<file path="src/common/clint_settings.svh">
//============================================================
// CLINT settings
// Address map, mtime prescaler and reset values shared by
// the controller RTL and its testbench
//============================================================

`ifndef CLINT_SETTINGS_SVH
`define CLINT_SETTINGS_SVH

//============================================================
// Register offsets on paddr[15:0], one 32-bit word each
//============================================================

// Machine software interrupt pending
`define CLINT_MSIP_ADDR       16'h0000
// Machine time compare, low and high halves
`define CLINT_MTIMECMP_ADDR   16'h4000
`define CLINT_MTIMECMPH_ADDR  16'h4004
// Free-running time, low and high halves
`define CLINT_MTIME_ADDR      16'hBFF8
`define CLINT_MTIMEH_ADDR     16'hBFFC
// Supervisor software interrupt pending
`define CLINT_SSIP_ADDR       16'hC000
// Supervisor time compare, low and high halves
`define CLINT_STIMECMP_ADDR   16'hD000
`define CLINT_STIMECMPH_ADDR  16'hD004

//============================================================
// Timing and reset values
//============================================================

// Clocks per mtime tick
`define CLINT_TICK_DIV        4
// Compare halves come up all ones so no timer fires early
`define CLINT_CMP_RESET       32'hFFFF_FFFF

`endif

</file>
<file path="src/common/clint_pkg.sv">
//============================================================
// CLINT package
// Bus structs, register write strobe and interrupt bundle
//============================================================

`include "clint_settings.svh"

package clint_pkg;

  // Register index, decoded once in the APB FSM
  typedef enum logic [3:0] {
    REG_MSIP      = 4'd0,
    REG_MTIMECMP  = 4'd1,
    REG_MTIMECMPH = 4'd2,
    REG_MTIME     = 4'd3,
    REG_MTIMEH    = 4'd4,
    REG_SSIP      = 4'd5,
    REG_STIMECMP  = 4'd6,
    REG_STIMECMPH = 4'd7,
    REG_NONE      = 4'd15
  } clint_reg_e;

  // APB request from the master, 69 bits
  typedef struct packed {
    logic        psel;
    logic        penable;
    logic        pwrite;
    // 00 user, 01 supervisor, 11 machine
    logic [1:0]  pprot;
    logic [31:0] paddr;
    logic [31:0] pwdata;
  } apb_req_t;

  // APB response back to the master, 34 bits
  typedef struct packed {
    logic [31:0] prdata;
    logic        pready;
    logic        pslverr;
  } apb_rsp_t;

  // Write strobe to the register blocks, 37 bits
  typedef struct packed {
    logic        wen;
    clint_reg_e  idx;
    logic [31:0] data;
  } reg_wr_t;

  // Interrupt lines to the hart
  typedef struct packed {
    logic ms;
    logic mt;
    logic ss;
    logic st;
  } clint_irq_t;

  // Full 64-bit compare value after reset
  localparam logic [63:0] CLINT_CMP_ALL_ONES = {2{`CLINT_CMP_RESET}};

endpackage

</file>
<file path="src/hdl/clint_apb_fsm.sv">
//============================================================
// CLINT APB slave
// Two-phase transfer FSM with address and privilege checks,
// write strobe generation and read data select
//============================================================

`include "clint_settings.svh"

module clint_apb_fsm
  import clint_pkg::*;
(
  input  logic        clint_clk,
  input  logic        cpurst_b,
  input  apb_req_t    apb_req,
  input  logic [31:0] reg_rdata,
  input  logic [63:0] mtime,
  output apb_rsp_t    apb_rsp,
  output reg_wr_t     reg_wr
);

  localparam logic ST_IDLE   = 1'b0;
  localparam logic ST_ACCESS = 1'b1;

  logic        state_q;
  logic        state_d;
  clint_reg_e  dec_idx;
  clint_reg_e  idx_q;
  logic        err_q;
  logic        dec_err;
  logic        setup;
  logic        access;
  logic        mach_mode;
  logic        user_mode;
  logic        m_region;
  logic        s_region;
  logic [31:0] rdata;

  //============================================================
  // Setup phase decode
  //============================================================

  // Only the low half of paddr selects a register
  always_comb
  begin
    case (apb_req.paddr[15:0])
      `CLINT_MSIP_ADDR:      dec_idx = REG_MSIP;
      `CLINT_MTIMECMP_ADDR:  dec_idx = REG_MTIMECMP;
      `CLINT_MTIMECMPH_ADDR: dec_idx = REG_MTIMECMPH;
      `CLINT_MTIME_ADDR:     dec_idx = REG_MTIME;
      `CLINT_MTIMEH_ADDR:    dec_idx = REG_MTIMEH;
      `CLINT_SSIP_ADDR:      dec_idx = REG_SSIP;
      `CLINT_STIMECMP_ADDR:  dec_idx = REG_STIMECMP;
      `CLINT_STIMECMPH_ADDR: dec_idx = REG_STIMECMPH;
      default:               dec_idx = REG_NONE;
    endcase
  end

  // Privilege level from pprot
  assign mach_mode = (apb_req.pprot == 2'b11);
  assign user_mode = (apb_req.pprot == 2'b00);

  // Machine region includes mtime
  assign m_region = dec_idx inside {REG_MSIP, REG_MTIMECMP, REG_MTIMECMPH,
                                    REG_MTIME, REG_MTIMEH};
  assign s_region = dec_idx inside {REG_SSIP, REG_STIMECMP, REG_STIMECMPH};

  // Unmapped, or privilege too low for the region
  assign dec_err = (dec_idx == REG_NONE)
                || (m_region && !mach_mode)
                || (s_region && user_mode);

  assign setup  = (state_q == ST_IDLE) && apb_req.psel && !apb_req.penable;
  assign access = (state_q == ST_ACCESS);

  //============================================================
  // State and captured decode
  //============================================================

  always_comb
  begin
    case (state_q)
      ST_IDLE:   state_d = setup ? ST_ACCESS : ST_IDLE;
      // No wait states, access always lasts one cycle
      default:   state_d = ST_IDLE;
    endcase
  end

  always_ff @(posedge clint_clk or negedge cpurst_b)
  begin
    if (!cpurst_b)
    begin
      state_q <= ST_IDLE;
      idx_q   <= REG_NONE;
      err_q   <= 1'b0;
    end
    else
    begin
      state_q <= state_d;
      if (setup)
      begin
        idx_q <= dec_idx;
        err_q <= dec_err;
      end
    end
  end

  //============================================================
  // Access phase response
  //============================================================

  // mtime lives in the counter, everything else in the regfile
  always_comb
  begin
    rdata = 32'h0;
    if (access && !err_q)
    begin
      case (idx_q)
        REG_MTIME:  rdata = mtime[31:0];
        REG_MTIMEH: rdata = mtime[63:32];
        default:    rdata = reg_rdata;
      endcase
    end
  end

  assign apb_rsp.prdata  = rdata;
  assign apb_rsp.pready  = access;
  assign apb_rsp.pslverr = access && err_q;

  // Strobe lands on the edge that ends the access cycle
  // Index doubles as the read select for the regfile
  assign reg_wr.wen  = access && apb_req.pwrite && !err_q;
  assign reg_wr.idx  = idx_q;
  assign reg_wr.data = apb_req.pwdata;

  //============================================================
  // Protocol checks
  //============================================================

  // A setup cycle never arrives with penable already high
  a_no_penable_in_idle: assert property (
    @(posedge clint_clk) disable iff (!cpurst_b)
    (state_q == ST_IDLE) |-> !apb_req.penable
  );

  // Write strobe only inside a proper access phase, never with an error
  a_wen_in_access: assert property (
    @(posedge clint_clk) disable iff (!cpurst_b)
    reg_wr.wen |-> (apb_req.psel && apb_req.penable && !apb_rsp.pslverr)
  );

endmodule

</file>
<file path="src/hdl/clint_mtime_counter.sv">
//============================================================
// CLINT mtime counter
// 64-bit time base advanced by a clock prescaler, with
// 32-bit half loads from the bus
//============================================================

`include "clint_settings.svh"

module clint_mtime_counter
  import clint_pkg::*;
(
  input  logic        clint_clk,
  input  logic        cpurst_b,
  input  reg_wr_t     reg_wr,
  output logic [63:0] mtime
);

  localparam int unsigned TICK_DIV = `CLINT_TICK_DIV;
  // Keep at least one prescaler bit for a divide of one
  localparam int unsigned PRE_W    = (TICK_DIV > 1) ? $clog2(TICK_DIV) : 1;

  logic [PRE_W-1:0] presc_q;
  logic [63:0]      mtime_q;
  logic             tick;
  logic             wr_lo;
  logic             wr_hi;

  // Half-word loads
  assign wr_lo = reg_wr.wen && (reg_wr.idx == REG_MTIME);
  assign wr_hi = reg_wr.wen && (reg_wr.idx == REG_MTIMEH);

  // Last clock of each prescaler period
  assign tick = (presc_q == PRE_W'(TICK_DIV - 1));

  always_ff @(posedge clint_clk or negedge cpurst_b)
  begin
    if (!cpurst_b)
    begin
      presc_q <= '0;
      mtime_q <= 64'h0;
    end
    else if (wr_lo || wr_hi)
    begin
      // Load wins over a tick, prescaler starts over
      presc_q <= '0;
      if (wr_lo)
        mtime_q[31:0] <= reg_wr.data;
      if (wr_hi)
        mtime_q[63:32] <= reg_wr.data;
    end
    else if (tick)
    begin
      presc_q <= '0;
      mtime_q <= mtime_q + 64'd1;
    end
    else
    begin
      presc_q <= presc_q + PRE_W'(1);
    end
  end

  assign mtime = mtime_q;

  // Time only moves backwards through a bus load
  a_mtime_monotonic: assert property (
    @(posedge clint_clk) disable iff (!cpurst_b)
    !(wr_lo || wr_hi) |=> (mtime_q >= $past(mtime_q))
  );

endmodule

</file>
<file path="src/hdl/clint_regfile.sv">
//============================================================
// CLINT register file
// Software pending bits, machine and supervisor time
// compares, and the read select for them
//============================================================

`include "clint_settings.svh"

module clint_regfile
  import clint_pkg::*;
(
  input  logic        clint_clk,
  input  logic        cpurst_b,
  input  reg_wr_t     reg_wr,
  input  clint_reg_e  rd_idx,
  output logic [31:0] rdata,
  output logic [63:0] mtimecmp,
  output logic [63:0] stimecmp,
  output logic [1:0]  sip
);

  logic        msip_q;
  logic        ssip_q;
  logic [31:0] mtimecmp_lo_q;
  logic [31:0] mtimecmp_hi_q;
  logic [31:0] stimecmp_lo_q;
  logic [31:0] stimecmp_hi_q;

  //============================================================
  // Software interrupt pending
  //============================================================

  // Only bit 0 of the write data is kept
  always_ff @(posedge clint_clk or negedge cpurst_b)
  begin
    if (!cpurst_b)
    begin
      msip_q <= 1'b0;
      ssip_q <= 1'b0;
    end
    else if (reg_wr.wen)
    begin
      if (reg_wr.idx == REG_MSIP)
        msip_q <= reg_wr.data[0];
      if (reg_wr.idx == REG_SSIP)
        ssip_q <= reg_wr.data[0];
    end
  end

  //============================================================
  // Time compare halves
  //============================================================

  always_ff @(posedge clint_clk or negedge cpurst_b)
  begin
    if (!cpurst_b)
    begin
      mtimecmp_lo_q <= `CLINT_CMP_RESET;
      mtimecmp_hi_q <= `CLINT_CMP_RESET;
      stimecmp_lo_q <= `CLINT_CMP_RESET;
      stimecmp_hi_q <= `CLINT_CMP_RESET;
    end
    else if (reg_wr.wen)
    begin
      case (reg_wr.idx)
        REG_MTIMECMP:  mtimecmp_lo_q <= reg_wr.data;
        REG_MTIMECMPH: mtimecmp_hi_q <= reg_wr.data;
        REG_STIMECMP:  stimecmp_lo_q <= reg_wr.data;
        REG_STIMECMPH: stimecmp_hi_q <= reg_wr.data;
        // Pending bits and mtime are handled elsewhere
        default:       ;
      endcase
    end
  end

  //============================================================
  // Read select and outputs
  //============================================================

  // mtime indices read as zero here, the FSM picks the counter
  always_comb
  begin
    case (rd_idx)
      REG_MSIP:      rdata = {31'h0, msip_q};
      REG_SSIP:      rdata = {31'h0, ssip_q};
      REG_MTIMECMP:  rdata = mtimecmp_lo_q;
      REG_MTIMECMPH: rdata = mtimecmp_hi_q;
      REG_STIMECMP:  rdata = stimecmp_lo_q;
      REG_STIMECMPH: rdata = stimecmp_hi_q;
      default:       rdata = 32'h0;
    endcase
  end

  assign mtimecmp = {mtimecmp_hi_q, mtimecmp_lo_q};
  assign stimecmp = {stimecmp_hi_q, stimecmp_lo_q};

  // Machine in bit 1, supervisor in bit 0
  assign sip = {msip_q, ssip_q};

endmodule

</file>
<file path="src/hdl/clint_irq_gen.sv">
//============================================================
// CLINT interrupt generator
// Registered software and timer interrupt lines
//============================================================

module clint_irq_gen
  import clint_pkg::*;
(
  input  logic        clint_clk,
  input  logic        cpurst_b,
  input  logic [63:0] mtime,
  input  logic [63:0] mtimecmp,
  input  logic [63:0] stimecmp,
  input  logic [1:0]  sip,
  output clint_irq_t  irq
);

  clint_irq_t irq_d;
  clint_irq_t irq_q;

  // Software lines follow the pending bits
  assign irq_d.ms = sip[1];
  assign irq_d.ss = sip[0];

  // Unsigned compare, timer fires once mtime reaches compare
  assign irq_d.mt = (mtime >= mtimecmp);
  assign irq_d.st = (mtime >= stimecmp);

  // One cycle behind the pending bits and the compare inputs
  always_ff @(posedge clint_clk or negedge cpurst_b)
  begin
    if (!cpurst_b)
      irq_q <= '0;
    else
      irq_q <= irq_d;
  end

  assign irq = irq_q;

  //============================================================
  // Checks
  //============================================================

  // Fresh mtime against reset compare keeps the timer quiet
  a_mt_quiet_after_reset: assert property (
    @(posedge clint_clk)
    ($rose(cpurst_b) && (mtimecmp == CLINT_CMP_ALL_ONES)) |=> !irq.mt
  );

endmodule

</file>
<file path="src/hdl/clint_top.sv">
//============================================================
// CLINT top
// Single-hart core-local interrupt controller on APB
//============================================================

module clint_top
  import clint_pkg::*;
(
  input  logic        clint_clk,
  input  logic        cpurst_b,
  input  apb_req_t    apb_req,
  output apb_rsp_t    apb_rsp,
  output clint_irq_t  irq,
  output logic [63:0] clint_time
);

  reg_wr_t     reg_wr;
  logic [31:0] reg_rdata;
  logic [63:0] mtime;
  logic [63:0] mtimecmp;
  logic [63:0] stimecmp;
  logic [1:0]  sip;

  // Bus front end
  clint_apb_fsm i_apb_fsm (
    .clint_clk (clint_clk),
    .cpurst_b  (cpurst_b),
    .apb_req   (apb_req),
    .reg_rdata (reg_rdata),
    .mtime     (mtime),
    .apb_rsp   (apb_rsp),
    .reg_wr    (reg_wr)
  );

  // Registered index also selects the read word
  clint_regfile i_regfile (
    .clint_clk (clint_clk),
    .cpurst_b  (cpurst_b),
    .reg_wr    (reg_wr),
    .rd_idx    (reg_wr.idx),
    .rdata     (reg_rdata),
    .mtimecmp  (mtimecmp),
    .stimecmp  (stimecmp),
    .sip       (sip)
  );

  // Local time base
  clint_mtime_counter i_mtime_counter (
    .clint_clk (clint_clk),
    .cpurst_b  (cpurst_b),
    .reg_wr    (reg_wr),
    .mtime     (mtime)
  );

  // Interrupt lines to the hart
  clint_irq_gen i_irq_gen (
    .clint_clk (clint_clk),
    .cpurst_b  (cpurst_b),
    .mtime     (mtime),
    .mtimecmp  (mtimecmp),
    .stimecmp  (stimecmp),
    .sip       (sip),
    .irq       (irq)
  );

  assign clint_time = mtime;

endmodule

</file>
<file path="config.mk">
export PLATFORM = sky130hd
export DESIGN_NAME = clint_top
export DESIGN_NICKNAME = d
export VERILOG_FILES = /design/src/common/clint_pkg.sv /design/src/hdl/clint_apb_fsm.sv /design/src/hdl/clint_mtime_counter.sv /design/src/hdl/clint_regfile.sv /design/src/hdl/clint_irq_gen.sv /design/src/hdl/clint_top.sv
export VERILOG_INCLUDE_DIRS = /design/src /design/src/common
export SDC_FILE = /design/constraint.sdc
export NUM_CORES = 1
export LEC_CHECK = 0
export BUFFER_PORTS_ARGS = -buffer_cell sky130_fd_sc_hd__clkbuf_2
export CAP_MARGIN = 0
export CORE_MARGIN = 10
export CORE_UTILIZATION = 55
export CTS_BUF_LIST = sky130_fd_sc_hd__clkbuf_4
export CTS_CLUSTER_DIAMETER = 100
export DETAILED_ROUTE_END_ITERATION = 10
export PLACE_DENSITY_LB_ADDON = 0.05
export RECOVER_POWER = 25
export SLEW_MARGIN = 40
export SYNTH_ARGS = -nofsm -noshare
export SYNTH_HDL_FRONTEND = slang
export SYNTH_SLANG_ARGS = --single-unit
</file>
<file path="constraint.sdc">
create_clock -name clint_clk -period 2.2 [get_ports clint_clk]
set_input_delay 0.66 -clock clint_clk [delete_from_list [all_inputs] [get_ports clint_clk]]
set_output_delay 0.66 -clock clint_clk [all_outputs]
set_load 0.02 [all_outputs]
</file>
==> results of run 1 <==
[per-stage QoR]
step | util (%) | total power [mW]
finish | 82.9 | 15.1
global route | 82.9 | 15.9
CTS | 78.5 | 14.6
detailed placement | 71.1 | 10.6
global placement | 71.1 | 10.4
floorplan | - | 8.24
[layout by cell type (no fill, tap or decap), types with 8 or more instances in the layout]
cell	Yosys	routed
buf_16	0	8
dfstp_2	132	132
ha_1	130	117
dfrtp_1	74	46
clkbuf_16	0	10
inv_1	139	136
a31oi_4	0	30
o21ai_0	184	162
a21oi_2	1	19
a21oi_1	131	107
ha_4	0	12
a31oi_1	43	11
o22ai_1	21	9
buf_8	0	21
nor2_2	0	10
dfrtp_2	0	28
clkinv_1	0	15
nand2_1	210	204
nor2_1	75	47
nand4_1	38	38
a22oi_1	95	36
a22oi_2	0	59
a21o_1	27	27
and3_1	12	9
o21ai_1	3	18
nand3_1	37	35
clkbuf_2	0	115
clkbuf_8	0	8
buf_6	1	41
clkbuf_4	0	89
o22a_1	21	21
buf_4	3	216
nor2_4	1	19
o22ai_2	1	11
buf_12	0	25
and2_1	13	10
[metal layers]
layer  vias up  part of all wire (%)  global-route usage (%)
met2      1028                    46                    55.2
li1       6770                     -                       -
met1      7388                    37                    40.1
met3       276                    10                    5.84
met5         -                     0                       0
met4         0                   6.7                    17.5
[area by class of cell]
| type | count | share of cell area, % |
|---|---|---|
| multi-input combinational | 1177 | 45.3 |
| sequential | 206 | 26.3 |
| timing repair buffer | 450 | 20.1 |
| clock buffer | 86 | 3.17 |
| inverter | 139 | 2.57 |
| tap | 324 | 1.99 |
| clock inverter | 22 | 0.431 |
| antenna | 2 | 0.0246 |
[cell families after synthesis]
logic type | after synthesis | share of synthesized area (%)
xor gates and xnor gates | 1 | 0.0634
muxes | 8 | 0.797
adders and majority gates | 130 | 11.8
and+or+nand+nor | 456 | 16.3
AOI/OAI and AO/OA | 582 | 26.0
DFF | 206 | 38.5
buffers and inverters | 231 | 6.59
[critical path: stages (launching register included)]
cell,delay [ps]
dfstp_2,600
nor4b_4,230
buf_6,230
clkbuf_16,200
a22oi_2,100
a31oi_4,250
buf_8,140
[power by group through the flow]
stage               sequential, mW  combinational (mW)  clock [mW]
floorplan                     5.95                2.28           0
finish                        5.75                5.72        3.64
global route                  5.84                6.17        3.88
CTS                           5.68                5.24        3.63
global placement              5.67                4.70           0
detailed placement            5.70                4.86           0
[timing repair]
item | 4_1_cts | 5_1_grt
hold buffers | 1 | 0
setup buffers | 19 | 22
endpoints found under the hold margin | 22 | 0
setup endpoints to repair | 88 | 116
resized for setup | 176 | 210
pin swaps | 34 | 51
cloned | 7 | 12
[worst max path at each step]
stage,depth (start not counted),end,slack (ps),startpoint
after floorplan,5,apb_rsp[16],-60,i_apb_fsm.idx_q[2]
after global placement,9,i_irq_gen.irq[0],-230,i_regfile.stimecmp_lo_q[13]
after detailed placement,9,i_irq_gen.irq[0],-250,i_regfile.stimecmp_lo_q[13]
after CTS,6,apb_rsp[33],-910,i_apb_fsm.idx_q[1]
after global routing,6,apb_rsp[33],-1050,i_apb_fsm.idx_q[2]
final,6,apb_rsp[13],-970,i_apb_fsm.idx_q[2]
[registers in the layout, summed over array words and instances (netlist names)]
register	count
i_regfile.stimecmp_lo_q	32
i_mtime_counter.presc_q	2
i_regfile.mtimecmp_hi_q	32
i_apb_fsm.access	1
i_regfile.msip_q	1
i_irq_gen.irq	4
i_regfile.mtimecmp_lo_q	32
i_mtime_counter.mtime	64
i_regfile.ssip_q	1
i_regfile.stimecmp_hi_q	32
i_apb_fsm.idx_q	4
i_apb_fsm.err_q	1
==> summary.md, run 1 <==
| Metric | Value |
|---|---|
| Top cell type's share of synthesized area | 25.1% |
| Synth warn | 0 |
| Initial antenna violation count | 1 |
| Sequential power share | 38.1% |
| Cell area after layout | 20300 sq um |
| Post-Syn Nets | 1815 |
| Final slew viol count | 0 |
| Main synth FF type | dfstp_2 |
| DR iter-0 viols | around 1.9k |
| Clock root cell | clkbuf_4 |
| Final setup viols | ~100 |
| Total grt overflow | 0 |
| Clock slew at reported path FFs | approximately 70 ps |
| Commonest cells in the netlist | 210 x nand2_1, 184 x o21ai_0, 139 x inv_1 |
| Arrival time worst endpoint | ~2500 ps |
| Total CTS buffers | 59 |
| Starting Density | 56.3% |
| Hold endpoint | i_regfile.stimecmp_hi_q[13] |
| Multi-input gate area | 9220 sq um |
| Die area | 31900 sq um |
| Buffer levels on the longest clock path | 3 |
| H-tree levels | 2 |
| Least-Margin Pin Slew | 1210 ps |
| Vias in the first global route | 15.1k |
| Fin Clk Skew | 57.0 ps |
| Switching part of the total power | ~39% |
| Status | finished, violations left |
| FF+latch area | 5360 sq um |
| R2R Path End | i_mtime_counter.mtime[22] |
| Failing checks | setup timing |
| PortBufs | 156 |
| Setup TNS | -47730 ps |
| Chip width | 178 um |
| WHS Path Cells | 3 |
| Power share of the clock group | 24.1% |
| Power per cell area | approximately 740 nW/um^2 |
| Final nets | 2234 |
| Final Cycle Share | 144% |
| Netlist cell types | 78 |
| Final worst slack | -971 ps |
| Peak fanout along the critical path | 6 |
| CTS tree | built |
| Fmax | 315 MHz |
| RSZ-0062 raised after global routing | true |
| Via count | 15.5k |
| Avg Vias per Cell | between 6 and 7 |
| Dpl hpwl | 37.3 mm |
| Share of layout cells above drive strength 1 | 46.1% |
| Core area | roughly 25000 sq um |
| Worst Hold Launch | apb_req[13] |
| Area post-placement | roughly 17000 sq um |
| LEAKAGE | 9.46 nW |
| Final non-filler cell total | 2406 |
| Synthesized area | 13800 sq um |
| Relative slew slack | 19.2% |
| Latest clock arrival within the worst-skew pair | 740 ps |
| Synth Register Bits | 206 |
| Switch Pwr | 5.83 mW |
| Largest net degree at the start of global routing | 65 |
| Startpoint types | flip-flop |
| Worst hold-check path type | input pin to flip-flop |
| Pre-CTS WS | -254 ps |
| DR pass1 iterations | 6 |
| Largest cells by area after synthesis | dfstp_2 25%, dfrtp_1 13%, ha_1 12% |
| Fin crit period | 3170 ps |
| GPL Wtd Cong | 0.955 |
| First-pass GRT wire length | around 83 mm |
| Area grow syn2layout | 47.3% |
| Die height | 178 um |
| # rows | 57 |
| Worst path required time | 1540 ps |
| Hold Fails Final Rpt | 0 |
| Mapped Cells | 1614 |
| Io pins | 173 |
| Inst Count DP | 2240 |
| Worst Hold Slack | 225 ps |
| Post-DRT Antenna Nets | 0 |
| MaxCap Viol Count | 0 |
| Async S/R FF share, synth | between 90% and 100% |
| Final wirelength | between 50 and 60 mm |
| CTS Sinks | 206 |
| FILL cells | about 1.5k |
| Max VDD drop | approximately 0.76 mV |
| Internal power | between 9 and 10 mW |
| Setup CP Type | flip-flop to output port |
| Syn_area_per_cell | 8.56 sq um |
| DRC viols | 0 |
| Worst r2r path cells | 13 |
| GRT Total Usage | 33.1% |
| Routed WL per cell | 24.1 um |
| EDFF count, synth | 0 |
| Logic pwr share | 37.9% |
| R2R setup slack | -410 ps |
| Area leader, netlist | dfstp_2 |
| Top-count cell post-synth | nand2_1 |
| Worst Setup End Kind | output port |
| Post-synthesis sequential area ratio | 38.5% |
| RR Startpoint | i_apb_fsm.idx_q[2] |
(Power assumes the default switching activity.)
==> run 2: changes to the inputs <==
Settings changed: ABC_AREA set to 1, ABC_CLOCK_PERIOD_IN_PS set to 2200.
==> run 2 against run 1 <==
Against the previous run:
- the flow still finishes with violations (setup timing)
- clock skew rose by 11 ps
- first-iteration DRC count rose by 15%
- register-to-register slack improved by 400 ps
- flip-flop and latch count did not move
- synthesized area rose by 9.8%
- via count rose by 12%
- critical path type unchanged
- critical endpoint is now apb_rsp[2]
==> summary.md, run 2 <==
| Metric | Value |
|---|---|
| Status | finished, violations left |
| Failing checks | setup timing |
| Post-DRT Antenna Nets | 0 (unchanged) |
| Area leader, netlist | dfstp_2 |
| Largest cells by area after synthesis | dfstp_2 23%, nand2_1 15%, dfrtp_1 12% |
| Final Cycle Share | 145% (+0.87 points) |
| Top cell type's share of synthesized area | 22.9% (-2.2 points) |
| Die area | 34600 sq um (+8.7%) |
| Synthesized area | 15200 sq um (+9.8%) |
| LEAKAGE | 8.98 nW (-5.1%) |
| Vias in the first global route | 16.7k (+11%) |
| Relative slew slack | 22.8% (+3.6 points) |
| Startpoint types | flip-flop |
| Worst Setup End Kind | output port |
| Syn_area_per_cell | 6.81 sq um (-20%) |
| Commonest cells in the netlist | 615 x nand2_1, 332 x nor2_1, 287 x inv_1 |
| GR Util met3 | 7.31% (+1.5 points) |
| Clock slew at reported path FFs | 70 ps (about the same) |
| Main synth FF type | dfstp_2 |
| DR pass1 iterations | 6 (unchanged) |
| EDFF count, synth | 0 (unchanged) |
| Setup CP Type | flip-flop to output port |
| Power per cell area | 1030 nW/um^2 (+39%) |
| Critical path's largest stage delay | 540 ps (-60 ps) |
| Async S/R FF share, synth | 100% (unchanged) |
| Cell area after layout | 19800 sq um (-2.9%) |
| # rows | 60 (+5.3%) |
| Starting Density | 56.1% (-0.17 points) |
| Critical path's top delay family | buffers and inverters |
| DR iter-0 viols | 2201 (+15%) |
| Final slew viol count | 0 (unchanged) |
| Arrival time worst endpoint | 2530 ps (+20 ps) |
| GRT Total Usage | 34.5% (+1.4 points) |
| Die height | 186 um (+4.3%) |
| Total CTS buffers | 59 (unchanged) |
| DRC viols | 0 (unchanged) |
| Worst path slowest cell | dfstp_2 |
| Routed WL per cell | 21.2 um (-12%) |
| Max reg flops | 64 (unchanged) |
| Final worst slack | -990 ps (-19.2 ps) |
| Top Usage Layer GRT | met2 |
| RSZ-0062 raised after global routing | true |
| Most frequent cells in the layout | 605 x nand2_1, 289 x nor2_1, 283 x inv_1, 193 x o21ai_0, 132 x dfstp_2 |
| Top-count cell post-synth | nand2_1 |
| Worst path required time | 1540 ps (about the same) |
| Io pins | 173 (unchanged) |
| GR Util met2 | 53.2% (-2.0 points) |
| Post-Syn Nets | 2428 (+34%) |
| Buffer levels on the longest clock path | 3 (unchanged) |
| Final nets | 2741 (+23%) |
| Max VDD drop | 0.735 mV (-3.0%) |
| CTS Sinks | 206 (unchanged) |
| Via count | 17.3k (+12%) |
| Initial antenna violation count | 1 (unchanged) |
| Tot Pwr | 20.4 mW (+35%) |
| Met1 Usage GRT | 45.7% (+5.6 points) |
| Post-synthesis sequential area ratio | 35.1% (-3.4 points) |
| GPL Wtd Cong | 1.07 (+12%) |
| FILL cells | 2177 (+45%) |
| CP cell instances | inv_2 -> nand2_2 -> inv_2 -> buf_6 -> nand3_4 -> buf_12 -> o21ai_4 -> nor2_2 -> nand3_1 -> o21bai_1 -> inv_1 -> buf_8 |
| CTS tree | built |
| Chip width | 186 um (+4.3%) |
| Mapped Cells | 2227 (+38%) |
| PortBufs | 156 (unchanged) |
| Util after Layout | 73.1% (-9.8 points) |
| First-pass GRT wire length | 92.4 mm (+11%) |
| Synth Register Bits | 206 (unchanged) |
| Fmax | 313 MHz (-0.60%) |
| Area post-placement | 17400 sq um (-0.21%) |
| Latest clock arrival within the worst-skew pair | 750 ps (about the same) |
| Worst hold-check path type | input pin to flip-flop |
| Share of layout cells above drive strength 1 | 28.9% (-17 points) |
| Synth warn | 0 (unchanged) |
| Area grow syn2layout | 30.2% |
| Fin crit period | 3190 ps (+19.2 ps) |
| Least-Margin Pin Slew | 1160 ps (-54.7 ps) |
| Commonest non-fill, non-tap cell in the layout | nand2_1 |
| MaxCap Viol Count | 0 (unchanged) |
| H-tree levels | 2 (unchanged) |
| Core area | 27000 sq um (+10%) |
| Avg Vias per Cell | 5.89 (-8.3%) |
| Final wirelength | 62.2 mm (+7.2%) |
| Netlist cell types | 39 (-50%) |
| Worst path bufs/invs | 6 (+3) |
| Peak fanout along the critical path | 6 (unchanged) |
| Clock root cell | clkbuf_4 |
| Final setup viols | 33 (-67%) |
| Largest net degree at the start of global routing | 65 (unchanged) |
| Most used cell, CP | inv_2 |
| Total grt overflow | 0 (unchanged) |
| Hold Fails Final Rpt | 0 (unchanged) |
| Fin Clk Skew | 68.4 ps (+11.5 ps) |
| Dpl hpwl | 45.2 mm (+21%) |
-- run 2: changes by cell type after synthesis, sizes merged, moves of 14 or more --
cell	before	now
nor2	77	339
a21o	27	2
inv	139	292
nor3	15	40
nand2	211	618
o21ai	187	215
clkbuf	65	38
a31oi	43	9
a22oi	95	14
and2	15	1
o22ai	22	87
o22a	21	0
a21oi	132	106
-- run 2: what timing repair did --
item | 4_1_cts | 5_1_grt
endpoints found under the hold margin | 17 | 0
resized for setup | 137 | 157
setup endpoints to repair | 52 | 72
pin swaps | 15 | 32
buffers inserted | 18 | 15
cloned | 5 | 5
hold buffers | 1 | 0
-- run 2: cells by family (layout without fill, tap and decap cells) --
group	count (synthesis)	in the layout	share of synthesized area [%]
compound gates	443	443	16.0
xor+xnor	12	12	0.693
fa+ha+maj	130	130	10.7
buf+inv	360	723	9.14
flops	206	206	35.1
other cells	0	1	0
simple gates	1076	1076	28.4
-- run 2: path summary, 6_finish.rpt --
check                                            start                    endpoint  slack (ps)  cells after the start
min in group asynchronous                     cpurst_b   i_mtime_counter.mtime[42]         740                      2
setup / recovery                    i_apb_fsm.idx_q[3]                  apb_rsp[2]        -990                     12
hold reg to reg                       i_regfile.ssip_q            i_irq_gen.irq[1]         440                      0
max in group asynchronous                     cpurst_b   i_mtime_counter.mtime[54]          30                      3
setup reg to reg           i_regfile.stimecmp_hi_q[29]            i_irq_gen.irq[0]         -10                      8
hold / removal                              apb_req[6]  i_regfile.mtimecmp_hi_q[6]         250                      3
-- run 2: metal layers --
metal	vias to the layer above	wire, um
met5	-	0
met4	0	2720
met3	208	7340
met2	1123	27400
met1	8033	24600
li1	7905	-
-- run 2: stage by stage --
stage                     instances  TNS [ps]  hold WS, ps  setup WS (ps)
final                          2932    -27080          249           -990
after global placement         2779     -3460          404           -268
after floorplan                2227      -192          364          -21.4
after CTS                      2913    -27310          221           -905
after detailed placement       2779     -4010          399           -286
after global routing           2932    -36470          252          -1140
-- run 2: power breakdown --
group / internal [mW] / total, mW / switching [mW]
combinational: 3.81 / 10.3 / 6.53
clock: 2.01 / 3.83 / 1.82
sequential: 4.91 / 6.23 / 1.32
total: 10.7 / 20.4 / 9.67
-- run 2: final cells by class --
cell class              instances  area (sq um)  share of cell area, %
multi-input cells            1661          9310                   47.1
flip-flops and latches        206          5370                   27.2
repair buffers                319          2750                   13.9
inverters                     293          1110                   5.61
clock buffers                  92           691                   3.50
well taps                     341           427                   2.16
clock inverters                19           100                  0.507
diodes                          1          2.50                 0.0127
-- run 2: worst reg2reg max path: cells and delay by family (launching register included) --
kind | cells | cell delay, ps
simple gates | 2 | 360
flops | 1 | 530
fa+ha+maj | 1 | 280
compound gates | 4 | 850
buf+inv | 1 | 60
